--- src/source/sniffer_cfg.svh ---
//----------------------------------------------------------
// Widths, FIFO depth and source ids of the bus sniffer
// Frame fields must add up to SNIFFER_FRAME_W
//----------------------------------------------------------
`ifndef SNIFFER_CFG_SVH
`define SNIFFER_CFG_SVH

// Bus field widths
`define SNIFFER_ADDR_W 32
`define SNIFFER_DATA_W 32
`define SNIFFER_BE_W 4
`define SNIFFER_TS_W 32

`define SNIFFER_FRAME_W 128
`define SNIFFER_FIFO_DEPTH 16  // Power of two

// Source ids carried in the frame MSBs
`define SNIFFER_SRC_INSTR_REQ 8'h01
`define SNIFFER_SRC_INSTR_RESP 8'h02
`define SNIFFER_SRC_DATA_REQ 8'h03
`define SNIFFER_SRC_DATA_RESP 8'h04

`endif

--- src/source/sniffer_pkg.sv ---
//----------------------------------------------------------
// Types shared by the sniffer RTL and its testbench
//----------------------------------------------------------
`include "sniffer_cfg.svh"

package sniffer_pkg;

  typedef logic [`SNIFFER_ADDR_W-1:0] addr_t;
  typedef logic [`SNIFFER_DATA_W-1:0] data_t;
  typedef logic [`SNIFFER_BE_W-1:0] be_t;
  typedef logic [`SNIFFER_TS_W-1:0] ts_t;
  typedef logic [7:0] src_id_t;

  // Padding that fills the frame up to its full width
  localparam int ReservedW = `SNIFFER_FRAME_W - 8 - `SNIFFER_TS_W - `SNIFFER_ADDR_W
                             - `SNIFFER_DATA_W - `SNIFFER_BE_W - 3;

  //----------------------------------------------------------
  // Frame layout, MSB first
  //----------------------------------------------------------
  typedef struct packed {
    src_id_t              source_id;    // 127..120
    ts_t                  timestamp;    // 119..88
    addr_t                address;      // 87..56
    data_t                data;         // 55..24
    be_t                  byte_enable;  // 23..20
    logic                 we;           // 19
    logic                 valid;        // 18
    logic                 gnt;          // 17
    logic [ReservedW-1:0] reserved;     // Always zero
  } frame_t;

  // Serializer FSM
  typedef enum logic {
    IDLE,
    SHIFT
  } ser_state_e;

endpackage

--- src/source/bus_mon_if.sv ---
//----------------------------------------------------------
// One monitored request/response bus port
// The sniffer only observes, every signal is an input to it
//----------------------------------------------------------
interface bus_mon_if;
  import sniffer_pkg::*;

  // Request side
  logic  req;
  addr_t addr;
  data_t wdata;
  be_t   be;
  logic  we;

  // Response side
  logic  rvalid;
  data_t rdata;
  logic  gnt;

  modport mon (
    input req, addr, wdata, be, we,
    input rvalid, rdata, gnt
  );

endinterface

--- src/source/event_capture.sv ---
//----------------------------------------------------------
// One event per clock by fixed priority, lower ones are lost
// Timestamp counts edges since reset release, starting at 0
//----------------------------------------------------------
`include "sniffer_cfg.svh"

module event_capture (
  input  logic                clk_i,
  input  logic                rst_ni,
  bus_mon_if.mon              instr_bus,
  bus_mon_if.mon              data_bus,
  output logic                push_o,
  output sniffer_pkg::frame_t frame_o
);
  import sniffer_pkg::*;

  ts_t ts_q;

  //----------------------------------------------------------
  // Free-running timestamp
  //----------------------------------------------------------
  always_ff @(posedge clk_i or negedge rst_ni) begin
    if (!rst_ni) begin
      ts_q <= '0;
    end else begin
      ts_q <= ts_q + ts_t'(1);  // Wraps silently
    end
  end

  // Fills every frame field, valid is always set for a captured event
  function automatic frame_t build_frame(
    input src_id_t id,
    input ts_t     ts,
    input addr_t   addr,
    input data_t   data,
    input be_t     be,
    input logic    we,
    input logic    gnt
  );
    frame_t f;
    f.source_id   = id;
    f.timestamp   = ts;
    f.address     = addr;
    f.data        = data;
    f.byte_enable = be;
    f.we          = we;
    f.valid       = 1'b1;
    f.gnt         = gnt;
    f.reserved    = '0;
    return f;
  endfunction

  //----------------------------------------------------------
  // Priority select
  //----------------------------------------------------------
  // instr req > instr resp > data req > data resp
  always_comb begin
    push_o  = 1'b1;
    frame_o = '0;
    if (instr_bus.req) begin
      frame_o = build_frame(`SNIFFER_SRC_INSTR_REQ, ts_q, instr_bus.addr,
                            instr_bus.wdata, instr_bus.be, instr_bus.we, 1'b1);
    end else if (instr_bus.rvalid) begin
      // Responses carry no address, be or we
      frame_o = build_frame(`SNIFFER_SRC_INSTR_RESP, ts_q, '0,
                            instr_bus.rdata, '0, 1'b0, instr_bus.gnt);
    end else if (data_bus.req) begin
      frame_o = build_frame(`SNIFFER_SRC_DATA_REQ, ts_q, data_bus.addr,
                            data_bus.wdata, data_bus.be, data_bus.we, 1'b1);
    end else if (data_bus.rvalid) begin
      frame_o = build_frame(`SNIFFER_SRC_DATA_RESP, ts_q, '0,
                            data_bus.rdata, '0, 1'b0, data_bus.gnt);
    end else begin
      push_o = 1'b0;  // Quiet cycle
    end
  end

endmodule

--- src/source/frame_fifo.sv ---
//----------------------------------------------------------
// Depth must be a power of two, at least 2
// A push while full is dropped even if a pop happens then
//----------------------------------------------------------
`include "sniffer_cfg.svh"

module frame_fifo #(
  parameter int Depth = `SNIFFER_FIFO_DEPTH
) (
  input  logic                clk_i,
  input  logic                rst_ni,
  input  logic                push_i,
  input  sniffer_pkg::frame_t frame_i,
  input  logic                pop_i,
  output sniffer_pkg::frame_t frame_o,
  output logic                empty_o
);
  import sniffer_pkg::*;

  localparam int PtrW = $clog2(Depth);

  frame_t          mem_q [Depth];
  logic [PtrW-1:0] wr_ptr_q;
  logic [PtrW-1:0] rd_ptr_q;
  logic [PtrW:0]   count_q;   // One extra bit to tell full from empty
  logic            full;
  logic            push_ok;

  assign full    = (count_q == (PtrW + 1)'(Depth));
  assign push_ok = push_i && !full;
  assign empty_o = (count_q == '0);
  assign frame_o = mem_q[rd_ptr_q];  // Head frame

  // Storage
  always_ff @(posedge clk_i) begin
    if (push_ok) begin
      mem_q[wr_ptr_q] <= frame_i;
    end
  end

  //----------------------------------------------------------
  // Pointers and fill count
  //----------------------------------------------------------
  always_ff @(posedge clk_i or negedge rst_ni) begin
    if (!rst_ni) begin
      wr_ptr_q <= '0;
      rd_ptr_q <= '0;
      count_q  <= '0;
    end else begin
      if (push_ok) begin
        wr_ptr_q <= wr_ptr_q + 1'b1;  // Wraps at Depth
      end
      if (pop_i) begin
        rd_ptr_q <= rd_ptr_q + 1'b1;
      end
      case ({push_ok, pop_i})
        2'b10:   count_q <= count_q + 1'b1;
        2'b01:   count_q <= count_q - 1'b1;
        default: count_q <= count_q;  // Both or neither
      endcase
    end
  end

endmodule

--- src/source/frame_serializer.sv ---
//----------------------------------------------------------
// Frames go out LSB first, one bit per clock, outputs registered
// At least one idle clock with valid low between two frames
//----------------------------------------------------------
`include "sniffer_cfg.svh"

module frame_serializer (
  input  logic                clk_i,
  input  logic                rst_ni,
  input  logic                empty_i,
  input  sniffer_pkg::frame_t frame_i,
  output logic                pop_o,
  output logic                sniffer_tdo_o,
  output logic                sniffer_valid_o
);
  import sniffer_pkg::*;

  localparam int CntW = $clog2(`SNIFFER_FRAME_W);

  ser_state_e                  state_q;
  ser_state_e                  state_d;
  logic [`SNIFFER_FRAME_W-1:0] shift_q;
  logic [CntW-1:0]             bit_cnt_q;
  logic                        last_bit;
  logic                        tdo_q;
  logic                        valid_q;

  assign pop_o    = (state_q == IDLE) && !empty_i;  // Take head when idle
  assign last_bit = (bit_cnt_q == CntW'(`SNIFFER_FRAME_W - 1));

  //----------------------------------------------------------
  // FSM
  //----------------------------------------------------------
  always_comb begin
    state_d = state_q;
    case (state_q)
      IDLE: begin
        if (!empty_i) begin
          state_d = SHIFT;
        end
      end
      SHIFT: begin
        if (last_bit) begin
          state_d = IDLE;
        end
      end
      default: state_d = IDLE;
    endcase
  end

  always_ff @(posedge clk_i or negedge rst_ni) begin
    if (!rst_ni) begin
      state_q   <= IDLE;
      bit_cnt_q <= '0;
      tdo_q     <= 1'b0;
      valid_q   <= 1'b0;
    end else begin
      state_q <= state_d;
      if (state_q == SHIFT) begin
        tdo_q     <= shift_q[0];
        valid_q   <= 1'b1;
        bit_cnt_q <= bit_cnt_q + 1'b1;  // Back to 0 after the last bit
      end else begin
        tdo_q     <= 1'b0;  // Line held low between frames
        valid_q   <= 1'b0;
        bit_cnt_q <= '0;
      end
    end
  end

  // Shift register, loaded on pop
  always_ff @(posedge clk_i) begin
    if (pop_o) begin
      shift_q <= frame_i;
    end else if (state_q == SHIFT) begin
      shift_q <= {1'b0, shift_q[`SNIFFER_FRAME_W-1:1]};
    end
  end

  assign sniffer_tdo_o   = tdo_q;
  assign sniffer_valid_o = valid_q;

endmodule

--- src/source/bus_sniffer.sv ---
//----------------------------------------------------------
// Sniffer for the core instr and data ports
// Events past a full FIFO or below the winner are lost
//----------------------------------------------------------
`include "sniffer_cfg.svh"

module bus_sniffer (
  input  logic                clk_i,
  input  logic                rst_ni,
  // Core instruction port
  input  logic                instr_req_i,
  input  sniffer_pkg::addr_t  instr_addr_i,
  input  sniffer_pkg::data_t  instr_wdata_i,
  input  sniffer_pkg::be_t    instr_be_i,
  input  logic                instr_we_i,
  input  logic                instr_rvalid_i,
  input  sniffer_pkg::data_t  instr_rdata_i,
  input  logic                instr_gnt_i,
  // Core data port
  input  logic                data_req_i,
  input  sniffer_pkg::addr_t  data_addr_i,
  input  sniffer_pkg::data_t  data_wdata_i,
  input  sniffer_pkg::be_t    data_be_i,
  input  logic                data_we_i,
  input  logic                data_rvalid_i,
  input  sniffer_pkg::data_t  data_rdata_i,
  input  logic                data_gnt_i,
  // Serial trace
  output logic                sniffer_tdo_o,
  output logic                sniffer_valid_o
);
  import sniffer_pkg::*;

  logic   push;
  frame_t cap_frame;
  logic   pop;
  logic   empty;
  frame_t head_frame;

  //----------------------------------------------------------
  // Bus ports into interfaces
  //----------------------------------------------------------
  bus_mon_if instr_bus ();
  bus_mon_if data_bus ();

  assign instr_bus.req    = instr_req_i;
  assign instr_bus.addr   = instr_addr_i;
  assign instr_bus.wdata  = instr_wdata_i;
  assign instr_bus.be     = instr_be_i;
  assign instr_bus.we     = instr_we_i;
  assign instr_bus.rvalid = instr_rvalid_i;
  assign instr_bus.rdata  = instr_rdata_i;
  assign instr_bus.gnt    = instr_gnt_i;

  assign data_bus.req    = data_req_i;
  assign data_bus.addr   = data_addr_i;
  assign data_bus.wdata  = data_wdata_i;
  assign data_bus.be     = data_be_i;
  assign data_bus.we     = data_we_i;
  assign data_bus.rvalid = data_rvalid_i;
  assign data_bus.rdata  = data_rdata_i;
  assign data_bus.gnt    = data_gnt_i;

  //----------------------------------------------------------
  // Capture, buffer, serialize
  //----------------------------------------------------------
  event_capture u_capture (
    .clk_i     (clk_i),
    .rst_ni    (rst_ni),
    .instr_bus (instr_bus),
    .data_bus  (data_bus),
    .push_o    (push),
    .frame_o   (cap_frame)
  );

  frame_fifo #(
    .Depth (`SNIFFER_FIFO_DEPTH)
  ) u_fifo (
    .clk_i   (clk_i),
    .rst_ni  (rst_ni),
    .push_i  (push),
    .frame_i (cap_frame),
    .pop_i   (pop),
    .frame_o (head_frame),
    .empty_o (empty)
  );

  frame_serializer u_serializer (
    .clk_i           (clk_i),
    .rst_ni          (rst_ni),
    .empty_i         (empty),
    .frame_i         (head_frame),
    .pop_o           (pop),
    .sniffer_tdo_o   (sniffer_tdo_o),
    .sniffer_valid_o (sniffer_valid_o)
  );

endmodule

--- config.mk ---
export PLATFORM = sky130hd
export DESIGN_NAME = bus_sniffer
export DESIGN_NICKNAME = d
export VERILOG_FILES = /design/src/source/sniffer_pkg.sv /design/src/source/bus_mon_if.sv /design/src/source/event_capture.sv /design/src/source/frame_fifo.sv /design/src/source/frame_serializer.sv /design/src/source/bus_sniffer.sv
export VERILOG_INCLUDE_DIRS = /design/src /design/src/source
export SDC_FILE = /design/constraint.sdc
export NUM_CORES = 2
export LEC_CHECK = 0
export BUFFER_PORTS_ARGS = -buffer_cell sky130_fd_sc_hd__buf_4
export CAP_MARGIN = 15
export CORE_AREA = 2 2 384 386
export CTS_CLUSTER_DIAMETER = 200
export DETAILED_ROUTE_END_ITERATION = 8
export DIE_AREA = 0 0 386 388
export PLACE_DENSITY_LB_ADDON = 0.2
export SLEW_MARGIN = 20
export SYNTH_ARGS = -nofsm -noshare
export SYNTH_HDL_FRONTEND = slang
export SYNTH_SLANG_ARGS = --single-unit
--- constraint.sdc ---
create_clock -name clk_i -period 5.4 [get_ports clk_i]
set_input_delay 0.27 -clock clk_i [delete_from_list [all_inputs] [get_ports clk_i]]
set_output_delay 0.27 -clock clk_i [all_outputs]
set_load 0.05 [all_outputs]
==> impl_metrics.prom <==
# TYPE chip_impl_metric gauge
chip_impl_info{name="outcome",value="complete, no violations"} 1
chip_impl_info{name="timing.critical_path.slowest_stage_cell",value="sky130_fd_sc_hd__and2_4"} 1
chip_impl_metric{name="first_iter_violations",unit=""} 3531
chip_impl_metric{name="placement.io_buffers",unit=""} 211
chip_impl_metric{name="slew_headroom",unit="%"} 23.8
chip_impl_metric{name="cts.sinks",unit=""} 1874
chip_impl_metric{name="drive_above_1_share",unit="%"} 29.8
chip_impl_metric{name="initial_utilization",unit="%"} 49.9
chip_impl_metric{name="clock_tree.htree_level_count",unit=""} 4
chip_impl_metric{name="antennaDiodeCount",unit=""} 0
chip_impl_metric{name="cts_made_buffers",unit=""} 183
chip_impl_metric{name="synth_nets",unit=""} 3599
chip_impl_metric{name="yosys.area_share.xor_xnor",unit="%"} 0.556
chip_impl_metric{name="die_x",unit="um"} 386
chip_impl_metric{name="area.growth.synth_to_final",unit="%"} 14.4
chip_impl_metric{name="timing.final.crit_share",unit="%"} 65.2
chip_impl_metric{name="synth.yosys.seq_area_share",unit="%"} 77.2
chip_impl_metric{name="worst-path-max-fanout",unit=""} 49
chip_impl_info{name="worstHoldPathType",value="in2reg"} 1
chip_impl_metric{name="post-cts-setup-buffers",unit=""} 0
chip_impl_metric{name="grt_start_max_net_pins",unit=""} 107
chip_impl_metric{name="maxCapViolCount",unit=""} 0
chip_impl_metric{name="number_of_warning_messages_in_the_yosys_log",unit=""} 0
chip_impl_metric{name="globalRoute.totalOverflow",unit=""} 0
chip_impl_info{name="timing.critical_path.from_type",value="flip-flop"} 1
chip_impl_metric{name="num-fill-cells",unit=""} 10570
chip_impl_metric{name="post_synth_edffs",unit=""} 1819
chip_impl_metric{name="grt_pass1_wl",unit="um"} 237000
chip_impl_metric{name="placementRows",unit=""} 140
chip_impl_metric{name="route.vias.total",unit=""} 35007
chip_impl_info{name="worst-setup-path-type",value="reg2reg"} 1
chip_impl_info{name="r2r-start",value="u_fifo.count_q[1]"} 1
chip_impl_metric{name="setup_viol",unit=""} 0
chip_impl_info{name="most_common_flop_cell_mapped_by_yosys",value="sky130_fd_sc_hd__edfxtp_1"} 1
chip_impl_metric{name="synth.avg_cell_area",unit="um^2"} 21.5
chip_impl_metric{name="synth_compound_gate_area_share",unit="%"} 3.75
chip_impl_metric{name="drtPass1Iterations",unit=""} 5
chip_impl_metric{name="required",unit="ns"} 5.84
chip_impl_info{name="clock_tree_from_tritoncts",value="built"} 1
chip_impl_metric{name="number_of_standard_cells_after_synthesis",unit=""} 3379
chip_impl_metric{name="post_drt_wl_per_cell",unit="um"} 27.3
chip_impl_metric{name="cts_max_path_buffers",unit=""} 3
chip_impl_metric{name="skew",unit="ns"} 0.0312
chip_impl_metric{name="syn-cell-area",unit="um^2"} 72500
chip_impl_info{name="timing.critical_path.to_type",value="flip-flop"} 1
chip_impl_metric{name="synthAdderAreaFrac",unit="%"} 0.173
chip_impl_info{name="grt_setup_unrepaired",value="no"} 1
chip_impl_info{name="layout_commonest_cell",value="sky130_fd_sc_hd__edfxtp_1"} 1
chip_impl_info{name="clock_root_cell",value="sky130_fd_sc_hd__clkbuf_16"} 1
chip_impl_metric{name="post_synthesis_share_of_cell_area_spent_on_and_or_nand_and_nor_gates",unit="%"} 1.86
chip_impl_metric{name="ios",unit=""} 212
chip_impl_metric{name="global_route.usage.total",unit="%"} 21.4
chip_impl_metric{name="worstPathArrival",unit="ns"} 3.96
chip_impl_metric{name="drt.antenna.violating_nets",unit=""} 0
chip_impl_info{name="most-common-layout-cells",value="sky130_fd_sc_hd__edfxtp_1, sky130_fd_sc_hd__mux4_2, sky130_fd_sc_hd__buf_4, sky130_fd_sc_hd__o22ai_1, sky130_fd_sc_hd__clkbuf_16"} 1
chip_impl_info{name="cp-startpoint",value="u_fifo.count_q[1]"} 1
chip_impl_metric{name="hold_viol",unit=""} 0
chip_impl_metric{name="timing_max_transition_violations_final",unit=""} 0
chip_impl_metric{name="postPlaceCellArea",unit="um^2"} 76800
chip_impl_metric{name="yosys_register_bits",unit=""} 1874
chip_impl_metric{name="dp_hpwl",unit="um"} 85500
chip_impl_metric{name="nets_final",unit=""} 3952
chip_impl_metric{name="fmax",unit="GHz"} 0.284
chip_impl_metric{name="grt_antenna_before_repair",unit=""} 2
chip_impl_metric{name="netlist-cell-type-count",unit=""} 46
chip_impl_metric{name="drt-vias-per-instance",unit=""} 6.04
chip_impl_metric{name="remaining_drc_errors",unit=""} 0
chip_impl_metric{name="max_incr_delay_on_cp",unit="ns"} 0.95
chip_impl_metric{name="ir_worst_vdd",unit="uV"} 474
chip_impl_metric{name="design.core.area",unit="um^2"} 145000
chip_impl_metric{name="worstSkewPairLatency",unit="ns"} 0.80
chip_impl_metric{name="power.density_cell_area",unit="nW/um^2"} 420
chip_impl_info{name="r2r-end",value="u_fifo.mem_q[6][50]"} 1
chip_impl_metric{name="clock_period_minus_worst_slack",unit="ns"} 3.52
chip_impl_metric{name="cts.reportedPaths.clkPinSlew",unit="ns"} 0.06
chip_impl_metric{name="dieHeight",unit="um"} 388
chip_impl_metric{name="first_global_vias",unit=""} 36982
chip_impl_metric{name="drt_wl_total",unit="um"} 158000
chip_impl_metric{name="synthArstFlopShare",unit="%"} 2.93
chip_impl_metric{name="timing_worst_slew_pin_value",unit="ns"} 1.14
chip_impl_metric{name="leakage",unit="uW"} 0.0270
chip_impl_metric{name="fin_area",unit="um^2"} 82900
chip_impl_info{name="crit_path_end",value="u_fifo.mem_q[6][50]"} 1
chip_impl_metric{name="worst-r2r-setup-slack",unit="ns"} 1.88
chip_impl_info{name="synth_top_family_by_area",value="multiplexers"} 1
chip_impl_metric{name="reg2reg_depth",unit=""} 6
chip_impl_metric{name="globalplace.congestion",unit=""} 0.736
chip_impl_info{name="critical_path.cell_chain",value="nor4_4, a21oi_2, inv_1, nor3b_1, and2_4, buf_4"} 1
chip_impl_metric{name="final.setup.tns",unit="ns"} 0
chip_impl_metric{name="design.die.area",unit="um^2"} 150000
chip_impl_metric{name="synth.mux.area_fraction",unit="%"} 14.8
## metrics by stage
stage | total power, uW | hold WS [ns] | setup WS, ns | util [%] | instances
2_1_floorplan | 21400 | -0.0256 | 0.323 | - | 3379
3_3_place_gp | 22900 | 0.424 | 1.79 | 52.9 | 5422
3_5_place_dp | 23000 | 0.426 | 1.72 | 52.9 | 5422
4_1_cts | 35100 | 0.00221 | 1.89 | 57.1 | 5797
5_1_grt | 36000 | 0.0336 | 1.67 | 57.1 | 5797
6_report | 34800 | 0.0648 | 1.88 | 57.1 | 5797
## cell usage after synthesis (2+ instances only)
cell | instances | area [um^2]
sky130_fd_sc_hd__and3_1 | 7 | 43.8
sky130_fd_sc_hd__mux4_2 | 424 | 9550
sky130_fd_sc_hd__o22ai_1 | 210 | 1310
sky130_fd_sc_hd__nand3_1 | 14 | 70.1
sky130_fd_sc_hd__mux2_2 | 107 | 1200
sky130_fd_sc_hd__xor2_1 | 16 | 140
sky130_fd_sc_hd__buf_4 | 24 | 180
sky130_fd_sc_hd__inv_1 | 9 | 33.8
sky130_fd_sc_hd__a221o_1 | 31 | 310
sky130_fd_sc_hd__nor2_1 | 45 | 169
sky130_fd_sc_hd__a21oi_2 | 2 | 17.5
sky130_fd_sc_hd__a211o_1 | 2 | 17.5
sky130_fd_sc_hd__dfrtp_1 | 55 | 1380
sky130_fd_sc_hd__o21ai_0 | 42 | 210
sky130_fd_sc_hd__a22oi_1 | 31 | 233
sky130_fd_sc_hd__nor4_2 | 2 | 25.0
sky130_fd_sc_hd__clkbuf_1 | 100 | 375
sky130_fd_sc_hd__nand2_1 | 90 | 338
sky130_fd_sc_hd__buf_1 | 12 | 45.0
sky130_fd_sc_hd__ha_1 | 10 | 125
sky130_fd_sc_hd__edfxtp_1 | 1819 | 54600
sky130_fd_sc_hd__and2_1 | 15 | 93.8
sky130_fd_sc_hd__a21oi_1 | 112 | 561
sky130_fd_sc_hd__nor2b_1 | 51 | 319
sky130_fd_sc_hd__buf_6 | 26 | 293
sky130_fd_sc_hd__nor3b_1 | 2 | 15.0
sky130_fd_sc_hd__and4_1 | 7 | 61.3
sky130_fd_sc_hd__nand4_1 | 15 | 93.8
sky130_fd_sc_hd__xnor2_1 | 30 | 263
sky130_fd_sc_hd__buf_2 | 46 | 230
sky130_fd_sc_hd__nand3b_1 | 2 | 15.0
sky130_fd_sc_hd__nor3_1 | 6 | 30.0
sky130_fd_sc_hd__or2_2 | 2 | 12.5
## cell families (layout without fill, tap and decap cells)
kind of cell,after synthesis,in the layout
flip-flops,1874,1874
multiplexers,532,532
AO/OA/AOI/OAI,437,437
AND/OR/NAND/NOR,263,263
buffers and inverters,217,718
XOR/XNOR,46,46
adder cells (fa/ha/maj),10,10
## worst min path at each step
stage	from	endpoint	slack, ns	depth (start not counted)
after CTS	data_addr_i[17]	u_fifo.mem_q[15][73]	0.002	4
final	data_be_i[2]	u_fifo.mem_q[15][22]	0.06	4
after floorplan	rst_ni	u_capture.ts_q[0]	-0.03	0
after global placement	rst_ni	u_serializer.bit_cnt_q[5]	0.42	1
after global routing	data_be_i[2]	u_fifo.mem_q[15][22]	0.03	4
after detailed placement	rst_ni	u_serializer.bit_cnt_q[4]	0.43	1
## state kept, by name (all words and copies together) (netlist names)
name / flops
u_capture.ts_q: 32
u_fifo.wr_ptr_q: 4
u_fifo.count_q: 5
u_serializer.state_q: 1
u_serializer.bit_cnt_q: 7
u_serializer.sniffer_tdo_o: 1
u_serializer.sniffer_valid_o: 1
u_fifo.rd_ptr_q: 4
u_serializer.shift_q: 123
u_fifo.mem_q: 1696
## metal layers
layer | global-route usage (%) | share of wire (%) | wire, um
met1 | 31.1 | 44 | 69100
met2 | 34.8 | 50 | 79000
met3 | 3.08 | 4.9 | 7770
met4 | 4.93 | 1.6 | 2590
met5 | 0 | 0 | 0
## worst max-delay path: cells and delay by family, from the launching register on
| kind | cells | cell delay, ns |
|---|---|---|
| AND/OR/NAND/NOR | 3 | 1.52 |
| buffers and inverters | 2 | 0.68 |
| flip-flops | 1 | 0.51 |
| AO/OA/AOI/OAI | 1 | 0.38 |
## timing repair
| item | CTS | global route |
|---|---|---|
| hold endpoints to repair | 518 | 0 |
| hold buffers | 42 | 0 |
| resized for setup | 0 | 0 |
## power breakdown
group	internal [uW]	total, uW	switching [uW]
sequential	18600	19100	495
combinational	1210	3610	2400
clock	6920	12200	5250
total	26700	34800	8140
## layout make-up
type | instances | area [um^2] | share of cell area, %
clock buffers | 245 | 5040 | 6.08
clock inverters | 88 | 683 | 0.824
inverters | 9 | 33.8 | 0.0407
multi-input cells | 1288 | 15500 | 18.7
flip-flops and latches | 1874 | 56000 | 67.5
well taps | 1917 | 2400 | 2.89
repair buffers | 376 | 3270 | 3.94
Power figures use the tool's default switching activity.
